## src/hw/bp_pkg.sv

```systemverilog
package bp_pkg;

	// width of every pc port
	localparam int PC_WIDTH = 64;

	// ==================================================
	// two-bit saturating counter
	// ==================================================
	// upper two states predict taken, outer two are strong
	typedef enum logic [1:0] {
		strong_not_taken = 2'b00,
		weak_not_taken   = 2'b01,
		weak_taken       = 2'b10,
		strong_taken     = 2'b11
	} counter_state_t;

endpackage
```

## src/hw/local_predictor_top.sv

```systemverilog
`timescale 1ns/1ps

module local_predictor_top #(
	parameter int index_bits   = 4,
	parameter int history_bits = 3
) (
	input  logic                        clock,
	input  logic                        reset,
	input  logic                        predict_enable,
	input  logic [bp_pkg::PC_WIDTH-1:0] fetch_pc1,
	input  logic                        fetch_valid1,
	input  logic [bp_pkg::PC_WIDTH-1:0] fetch_pc2,
	input  logic                        fetch_valid2,
	input  logic [bp_pkg::PC_WIDTH-1:0] branch_pc1,
	input  logic                        branch_result1,
	input  logic                        branch_valid1,
	input  logic [bp_pkg::PC_WIDTH-1:0] branch_pc2,
	input  logic                        branch_result2,
	input  logic                        branch_valid2,
	output logic                        predict_valid1,
	output logic                        predict_taken1,
	output logic                        predict_strong1,
	output logic                        predict_valid2,
	output logic                        predict_taken2,
	output logic                        predict_strong2
);

	logic [index_bits-1:0]   hist_rd_index1, hist_rd_index2;
	logic [history_bits-1:0] hist_rd1, hist_rd2;
	logic                    hist_wr_en1, hist_wr_en2;
	logic [index_bits-1:0]   hist_wr_index1, hist_wr_index2;
	logic [history_bits-1:0] hist_wr_data1, hist_wr_data2;
	logic                    cnt_upd_en1, cnt_upd_en2;
	logic [history_bits-1:0] cnt_upd_index1, cnt_upd_index2;
	logic                    cnt_upd_taken1, cnt_upd_taken2;
	logic [history_bits-1:0] fetch_hist1, fetch_hist2;
	bp_pkg::counter_state_t  fetch_state1, fetch_state2;

	// ==================================================
	// resolution side
	// ==================================================
	resolve_update_unit #(
		.index_bits(index_bits),
		.history_bits(history_bits)
	) u_resolve (
		.branch_pc1, .branch_result1, .branch_valid1,
		.branch_pc2, .branch_result2, .branch_valid2,
		.hist_rd1, .hist_rd2,
		.hist_rd_index1, .hist_rd_index2,
		.hist_wr_en1, .hist_wr_en2,
		.hist_wr_index1, .hist_wr_index2,
		.hist_wr_data1, .hist_wr_data2,
		.cnt_upd_en1, .cnt_upd_en2,
		.cnt_upd_index1, .cnt_upd_index2,
		.cnt_upd_taken1, .cnt_upd_taken2
	);

	// ==================================================
	// tables
	// ==================================================
	local_history_table #(
		.index_bits(index_bits),
		.history_bits(history_bits)
	) u_history (
		.clock, .reset,
		.fetch_pc1, .fetch_pc2,
		.hist_rd_index1, .hist_rd_index2,
		.hist_wr_en1, .hist_wr_en2,
		.hist_wr_index1, .hist_wr_index2,
		.hist_wr_data1, .hist_wr_data2,
		.fetch_hist1, .fetch_hist2,
		.hist_rd1, .hist_rd2
	);

	pattern_counter_table #(
		.history_bits(history_bits)
	) u_counters (
		.clock, .reset,
		.fetch_hist1, .fetch_hist2,
		.cnt_upd_en1, .cnt_upd_en2,
		.cnt_upd_index1, .cnt_upd_index2,
		.cnt_upd_taken1, .cnt_upd_taken2,
		.fetch_state1, .fetch_state2
	);

	prediction_output u_output ( // one cycle fetch to prediction
		.clock, .reset, .predict_enable,
		.fetch_valid1, .fetch_valid2,
		.fetch_state1, .fetch_state2,
		.predict_valid1, .predict_valid2,
		.predict_taken1, .predict_taken2,
		.predict_strong1, .predict_strong2
	);

endmodule

```

## src/hw/prediction_output.sv

```systemverilog
`timescale 1ns/1ps

module prediction_output (
	input  logic                   clock,
	input  logic                   reset,
	input  logic                   predict_enable,
	input  logic                   fetch_valid1,
	input  logic                   fetch_valid2,
	input  bp_pkg::counter_state_t fetch_state1,
	input  bp_pkg::counter_state_t fetch_state2,
	output logic                   predict_valid1,
	output logic                   predict_valid2,
	output logic                   predict_taken1,
	output logic                   predict_taken2,
	output logic                   predict_strong1,
	output logic                   predict_strong2
);

	logic valid1;
	logic valid2;

	assign valid1 = fetch_valid1 && predict_enable;
	assign valid2 = fetch_valid2 && predict_enable;

	always_ff @(posedge clock) begin
		if (reset) begin
			predict_valid1  <= 1'b0;
			predict_valid2  <= 1'b0;
			predict_taken1  <= 1'b0;
			predict_taken2  <= 1'b0;
			predict_strong1 <= 1'b0;
			predict_strong2 <= 1'b0;
		end else begin
			predict_valid1  <= valid1;
			predict_valid2  <= valid2;
			// taken for the upper half, strong for the outer pair
			predict_taken1  <= valid1 && fetch_state1[1];
			predict_taken2  <= valid2 && fetch_state2[1];
			predict_strong1 <= valid1 && (fetch_state1[1] == fetch_state1[0]);
			predict_strong2 <= valid2 && (fetch_state2[1] == fetch_state2[0]);
		end
	end

endmodule

```

## src/hw/pattern_counter_table.sv

```systemverilog
`timescale 1ns/1ps

module pattern_counter_table #(
	parameter int history_bits = 3
) (
	input  logic                    clock,
	input  logic                    reset,
	input  logic [history_bits-1:0] fetch_hist1,
	input  logic [history_bits-1:0] fetch_hist2,
	input  logic                    cnt_upd_en1,
	input  logic                    cnt_upd_en2,
	input  logic [history_bits-1:0] cnt_upd_index1,
	input  logic [history_bits-1:0] cnt_upd_index2,
	input  logic                    cnt_upd_taken1,
	input  logic                    cnt_upd_taken2,
	output bp_pkg::counter_state_t  fetch_state1,
	output bp_pkg::counter_state_t  fetch_state2
);

	localparam int counters = 2 ** history_bits;

	bp_pkg::counter_state_t cnt_mem [counters];
	bp_pkg::counter_state_t next_state1;
	bp_pkg::counter_state_t base_state2;
	bp_pkg::counter_state_t next_state2;

	// one step toward the outcome and held at both ends
	function automatic bp_pkg::counter_state_t sat_step(
		input bp_pkg::counter_state_t state,
		input logic                   taken
	);
		bp_pkg::counter_state_t result;
		case (state)
			bp_pkg::strong_not_taken:
				result = taken ? bp_pkg::weak_not_taken : bp_pkg::strong_not_taken;
			bp_pkg::weak_not_taken:
				result = taken ? bp_pkg::weak_taken : bp_pkg::strong_not_taken;
			bp_pkg::weak_taken:
				result = taken ? bp_pkg::strong_taken : bp_pkg::weak_not_taken;
			default:
				result = taken ? bp_pkg::strong_taken : bp_pkg::weak_taken;
		endcase
		return result;
	endfunction

	// ==================================================
	// ordered updates
	// ==================================================
	assign next_state1 = sat_step(cnt_mem[cnt_upd_index1], cnt_upd_taken1);

	// update 2 stacks on update 1 when both hit one counter
	assign base_state2 = (cnt_upd_en1 && (cnt_upd_index1 == cnt_upd_index2)) ?
		next_state1 : cnt_mem[cnt_upd_index2];
	assign next_state2 = sat_step(base_state2, cnt_upd_taken2);

	always_ff @(posedge clock) begin
		if (reset) begin
			for (int i = 0; i < counters; i++) begin
				cnt_mem[i] <= bp_pkg::strong_not_taken;
			end
		end else begin
			if (cnt_upd_en1)
				cnt_mem[cnt_upd_index1] <= next_state1;
			if (cnt_upd_en2)
				cnt_mem[cnt_upd_index2] <= next_state2;
		end
	end

	assign fetch_state1 = cnt_mem[fetch_hist1];
	assign fetch_state2 = cnt_mem[fetch_hist2];

endmodule

```

## src/hw/local_history_table.sv

```systemverilog
`timescale 1ns/1ps

module local_history_table #(
	parameter int index_bits   = 4,
	parameter int history_bits = 3
) (
	input  logic                        clock,
	input  logic                        reset,
	input  logic [bp_pkg::PC_WIDTH-1:0] fetch_pc1,
	input  logic [bp_pkg::PC_WIDTH-1:0] fetch_pc2,
	input  logic [index_bits-1:0]       hist_rd_index1,
	input  logic [index_bits-1:0]       hist_rd_index2,
	input  logic                        hist_wr_en1,
	input  logic                        hist_wr_en2,
	input  logic [index_bits-1:0]       hist_wr_index1,
	input  logic [index_bits-1:0]       hist_wr_index2,
	input  logic [history_bits-1:0]     hist_wr_data1,
	input  logic [history_bits-1:0]     hist_wr_data2,
	output logic [history_bits-1:0]     fetch_hist1,
	output logic [history_bits-1:0]     fetch_hist2,
	output logic [history_bits-1:0]     hist_rd1,
	output logic [history_bits-1:0]     hist_rd2
);

	localparam int entries = 2 ** index_bits;

	logic [history_bits-1:0] hist_mem [entries];
	logic [index_bits-1:0]   fetch_index1;
	logic [index_bits-1:0]   fetch_index2;

	assign fetch_index1 = fetch_pc1[index_bits+1:2];
	assign fetch_index2 = fetch_pc2[index_bits+1:2];

	// reads see state before this cycle's writes
	assign fetch_hist1 = hist_mem[fetch_index1];
	assign fetch_hist2 = hist_mem[fetch_index2];
	assign hist_rd1    = hist_mem[hist_rd_index1];
	assign hist_rd2    = hist_mem[hist_rd_index2];

	always_ff @(posedge clock) begin
		if (reset) begin
			for (int i = 0; i < entries; i++) begin
				hist_mem[i] <= '0;
			end
		end else begin
			if (hist_wr_en1)
				hist_mem[hist_wr_index1] <= hist_wr_data1;
			if (hist_wr_en2)
				hist_mem[hist_wr_index2] <= hist_wr_data2; // last write wins
		end
	end

endmodule

```

## src/hw/resolve_update_unit.sv

```systemverilog
`timescale 1ns/1ps

module resolve_update_unit #(
	parameter int index_bits   = 4,
	parameter int history_bits = 3
) (
	input  logic [bp_pkg::PC_WIDTH-1:0] branch_pc1,
	input  logic                        branch_result1,
	input  logic                        branch_valid1,
	input  logic [bp_pkg::PC_WIDTH-1:0] branch_pc2,
	input  logic                        branch_result2,
	input  logic                        branch_valid2,
	input  logic [history_bits-1:0]     hist_rd1,
	input  logic [history_bits-1:0]     hist_rd2,
	output logic [index_bits-1:0]       hist_rd_index1,
	output logic [index_bits-1:0]       hist_rd_index2,
	output logic                        hist_wr_en1,
	output logic                        hist_wr_en2,
	output logic [index_bits-1:0]       hist_wr_index1,
	output logic [index_bits-1:0]       hist_wr_index2,
	output logic [history_bits-1:0]     hist_wr_data1,
	output logic [history_bits-1:0]     hist_wr_data2,
	output logic                        cnt_upd_en1,
	output logic                        cnt_upd_en2,
	output logic [history_bits-1:0]     cnt_upd_index1,
	output logic [history_bits-1:0]     cnt_upd_index2,
	output logic                        cnt_upd_taken1,
	output logic                        cnt_upd_taken2
);

	logic                    same_entry;
	logic [history_bits-1:0] new_hist1;
	logic [history_bits-1:0] base_hist2; // history port 2 builds on
	logic [history_bits-1:0] new_hist2;

	// oldest outcome drops off the top, newest enters at bit 0
	function automatic logic [history_bits-1:0] shift_in(
		input logic [history_bits-1:0] hist,
		input logic                    outcome
	);
		logic [history_bits:0] wide;
		wide = {hist, outcome};
		return wide[history_bits-1:0];
	endfunction

	// ==================================================
	// index extraction
	// ==================================================
	assign hist_rd_index1 = branch_pc1[index_bits+1:2]; // skip word offset
	assign hist_rd_index2 = branch_pc2[index_bits+1:2];

	assign same_entry = branch_valid1 && branch_valid2 &&
		(hist_rd_index1 == hist_rd_index2);

	// ==================================================
	// history chaining
	// ==================================================
	assign new_hist1  = shift_in(hist_rd1, branch_result1);
	assign base_hist2 = same_entry ? new_hist1 : hist_rd2; // port 1 applies first
	assign new_hist2  = shift_in(base_hist2, branch_result2);

	// port 2 write carries both outcomes when chained
	assign hist_wr_en1    = branch_valid1 && !same_entry;
	assign hist_wr_en2    = branch_valid2;
	assign hist_wr_index1 = hist_rd_index1;
	assign hist_wr_index2 = hist_rd_index2;
	assign hist_wr_data1  = new_hist1;
	assign hist_wr_data2  = new_hist2;

	// counter updates indexed by the history each port saw
	assign cnt_upd_en1    = branch_valid1;
	assign cnt_upd_en2    = branch_valid2;
	assign cnt_upd_index1 = hist_rd1;
	assign cnt_upd_index2 = base_hist2;
	assign cnt_upd_taken1 = branch_result1;
	assign cnt_upd_taken2 = branch_result2;

endmodule

```

## config.mk

```make
export PLATFORM = sky130hd
export DESIGN_NAME = local_predictor_top
export DESIGN_NICKNAME = d
export VERILOG_FILES = /design/src/hw/bp_pkg.sv /design/src/hw/local_predictor_top.sv /design/src/hw/prediction_output.sv /design/src/hw/pattern_counter_table.sv /design/src/hw/local_history_table.sv /design/src/hw/resolve_update_unit.sv
export SDC_FILE = /design/constraint.sdc
export NUM_CORES = 1
export LEC_CHECK = 0
export BUFFER_PORTS_ARGS = -buffer_cell sky130_fd_sc_hd__buf_2
export CORE_MARGIN = 3
export CORE_UTILIZATION = 45
export CTS_BUF_LIST = sky130_fd_sc_hd__clkbuf_4
export CTS_CLUSTER_SIZE = 12
export DETAILED_ROUTE_END_ITERATION = 8
export PLACE_DENSITY = 0.77
export REMOVE_ABC_BUFFERS = 1
export SLEW_MARGIN = 25
export SYNTH_ARGS = -nofsm -noshare
export SYNTH_HDL_FRONTEND = slang
export SYNTH_SLANG_ARGS = --single-unit
```

## constraint.sdc

```tcl
create_clock -name clock -period 6.6 [get_ports clock]
set_input_delay 0.33 -clock clock [delete_from_list [all_inputs] [get_ports clock]]
set_output_delay 0.33 -clock clock [all_outputs]
set_load 0.02 [all_outputs]
```

==> results by group <==
Global route
  • Largest net degree at the start of global routing: 30
  • Grt total ovfl: 0
  • Initial antenna violation count: 0
  • Vias in the first global route: between 4,000 and 5,000
  • Total GRT Usage: between 20% and 30%
  • First-pass GRT wire length: approximately 25 mm

Setup path
  • CP startpoint kind: flop
  • Req. time, crit path: ~6.8 ns
  • CP max FO: 16
  • Critical path's slowest cell: mux4_2
  • Data arrival, critical path: between 4 and 5 ns
  • Slowest stage delay, CP: about 0.48 ns
  • Crit. End Element: flop
  • Type of the worst setup path: reg -> reg
  • Cell mode on critical path: mux2i_1
  • Crit-path cells: mux4_2, and2_1, a21oi_1, a22o_1, buf_4, mux2i_1, mux2i_1, mux2i_1, a21oi_1, a211oi_4, o21ai_1

Clocking
  • # H-tree levels: 3
  • Clock tree sinks: 70
  • CTS Buf Count: 9
  • Clock root buffer master: clkbuf_4
  • Cts repair resizes: 0
  • Hold-fix buffers at CTS: 0
  • Worst-case clock buffer depth: 2
  • Postcts setup bufs: 0
  • CTS tree: done
  • Worst skew pair latency: about 0.46 ns
  • CTS clk-pin slew, worst paths: 0.11 ns

Outcome
  • Status: finished, final reports clean

STA
  • Peak Freq: between 200 and 300 MHz
  • Final worst-path cycle share: just under 60%
  • Worst rel slew slack: between 30% and 40%
  • Worst slew pin tran: between 0.9 and 1 ns
  • Post-route setup slack: about 2.7 ns
  • Final hold violations: 0
  • Setup TNS: 0 ns
  • Slew Limit Fails: 0
  • Tmin final: a little under 4 ns
  • RSZ-0062 raised after global routing: no
  • Worst Skew: 0.0124 ns
  • Final setup fails: 0

Detailed routing
  • Via/cell ratio: between 7 and 8
  • Routed len/inst: 25.3 um
  • Remaining antenna violation count after routing: 0
  • Drt total wl: 16.1 mm
  • Drc violations: 0
  • Via count: around 4,700
  • DR iter-0 viols: 738
  • Drt first pass iters: 6

Floorplan
  • # IOs: around 270
  • Height of the die: 117 um
  • Starting density of the core: 47.3%
  • Die ar.: 0.0137 mm^2
  • Die width: between 100 and 150 um
  • Core area: 0.0117 mm^2
  • Num rows: 39

Final layout
  • Share of cells above drive strength 1: 24.0%
  • Design area: just under 0.006 mm^2
  • Commonest non-fill, non-tap cell in the layout: edfxtp_1
  • Area occupied by multi-input gates: 0.00329 mm^2
  • P&R area growth vs syn: 5.26%
  • Register Area: about 0.002 mm^2
  • Antenna cells: 0
  • Filler Cell Count: about 1,000
  • Commonest cells after routing, fill and taps aside: edfxtp_1, nand2_1, mux4_2, o22ai_1
  • Nets: around 750

Power
  • Switching power: ~0.41 mW
  • Clock Power Share: a little under a quarter
  • Internal: about 0.77 mW
  • Pleak: ~2.0 nW
  • PwrDens: 203 mW/mm^2
  • Sw Ratio: between 30% and 40%
  • Comb pwr share: approximately a third
  • Worst VDD drop: 74.9 uV
  • Flop pwr share: between 40% and 50%

Synth
  • Seq/Total Area, Yosys: 36.9%
  • Leading area contributor after synthesis: edfxtp_1
  • Gate Count Post-Synth: between 400 and 500
  • Top_reg_cell synth: edfxtp_1
  • Syn avg cell area: around 12 um^2
  • Area share of the largest cell type after synthesis: between 30% and 40%
  • Asr flop ratio synth: 0%
  • Synth unique cells: between 50 and 60
  • Post-Syn Area: around 0.0055 mm^2
  • Seq cells post-synth: 70
  • Post-synth EDFFs: 64
  • Synth area leaders: edfxtp_1, mux4_2, o22ai_1
  • Yosys warning count: 0

Min path
  • Hold Path Class: in -> reg

Place
  • Post-DP HPWL: 11.2 mm
  • RePlAce Congestion: about 1.0
  • Placed instance area: ~0.0057 mm^2
  • PortBufs: 30
  • Place WS: 2.24 ns

Job
  • Maxcap violations: 0
[metrics by stage]
stage	total power, mW	std cells	util, %	hold WS, ns
6_report	1.18	634	49.8	0.105
5_1_grt	1.22	634	49.8	0.113
4_1_cts	1.17	634	49.8	0.0997
3_5_place_dp	0.912	619	48.8	0.564
3_3_place_gp	0.898	619	48.8	0.555
2_1_floorplan	0.794	444	-	0.460
[synthesized netlist by cell type (3+ instances only)]
| library cell | count |
|---|---|
| buf_6 | 4 |
| buf_2 | 10 |
| inv_1 | 6 |
| maj3_1 | 3 |
| o22ai_1 | 56 |
| edfxtp_1 | 64 |
| a21oi_1 | 9 |
| nand3b_1 | 16 |
| nand3_1 | 14 |
| nor2b_1 | 19 |
| mux2_2 | 3 |
| mux4_2 | 56 |
| nor3b_1 | 4 |
| mux2i_1 | 30 |
| clkbuf_1 | 20 |
| a31oi_1 | 8 |
| nor2_1 | 16 |
| o21ai_1 | 9 |
| a211oi_1 | 8 |
| nand2_1 | 62 |
| dfxtp_1 | 6 |
| xor2_1 | 5 |
| and2_1 | 8 |
| a22o_1 | 8 |
| nor3_1 | 3 |
[routing by layer]
layer	share of wire (%)	global-route usage, %
met1	36	32.1
met2	47	38.0
met3	13	5.45
met4	4.5	11.4
met5	0	0
[sequential cells by signal, summed over array words and instances (netlist names)]
| signal | count |
|---|---|
| u_output.predict_valid2 | 1 |
| u_counters.cnt_mem | 16 |
| u_output.predict_valid1 | 1 |
| u_output.predict_strong2 | 1 |
| u_output.predict_strong1 | 1 |
| u_history.hist_mem | 48 |
| u_output.predict_taken1 | 1 |
| u_output.predict_taken2 | 1 |
[worst max-delay path: cells and delay by family (launching register included)]
family,cells,cell delay [ns]
and+or+nand+nor,1,0.18
muxes,4,1.19
DFF,1,0.46
AOI/OAI and AO/OA,5,1.46
buffers and inverters,1,0.38
[power by group through the flow]
stage	Clock (mW)	Combinational, mW	Sequential, mW
6_report	0.269	0.372	0.540
3_3_place_gp	0	0.353	0.546
4_1_cts	0.268	0.364	0.539
2_1_floorplan	0	0.254	0.540
5_1_grt	0.289	0.391	0.543
3_5_place_dp	0	0.363	0.549
[logic make-up (layout without fill, tap and decap cells)]
kind of cell	after synthesis	count (layout)	share of synthesized area, %
and+or+nand+nor	153	153	14.3
AOI/OAI and AO/OA	112	112	14.1
muxes	92	92	29.5
DFF	70	70	36.9
buffers and inverters	43	55	3.68
xor gates and xnor gates	6	6	0.949
adders and majority gates	3	3	0.542
[worst paths after layout]
| path | from | end | cells past startpoint | slack [ns] |
|---|---|---|---|---|
| min reg2reg | u_counters.cnt_mem[5][1]$_DFFE_PP_ | u_output.predict_taken2$_SDFF_PP0_ | 3 | 0.86 |
| max reg2reg | u_history.hist_mem[5][0]$_DFFE_PP_ | u_counters.cnt_mem[4][0]$_DFFE_PP_ | 11 | 2.66 |
| min | fetch_valid2 | u_output.predict_valid2$_SDFF_PP0_ | 3 | 0.11 |
| max | u_history.hist_mem[5][0]$_DFFE_PP_ | u_counters.cnt_mem[4][0]$_DFFE_PP_ | 11 | 2.66 |
[final cells by class]
type	instances	share of cell area, %
Sequential cell	70	35.0
Multi-Input combinational cell	366	56.5
Inverter	8	0.515
Clock buffer	9	1.16
Tap cell	143	3.07
Clock inverter	6	0.923
Timing Repair Buffer	32	2.83
No activity file was read; power rests on OpenSTA's default activity.
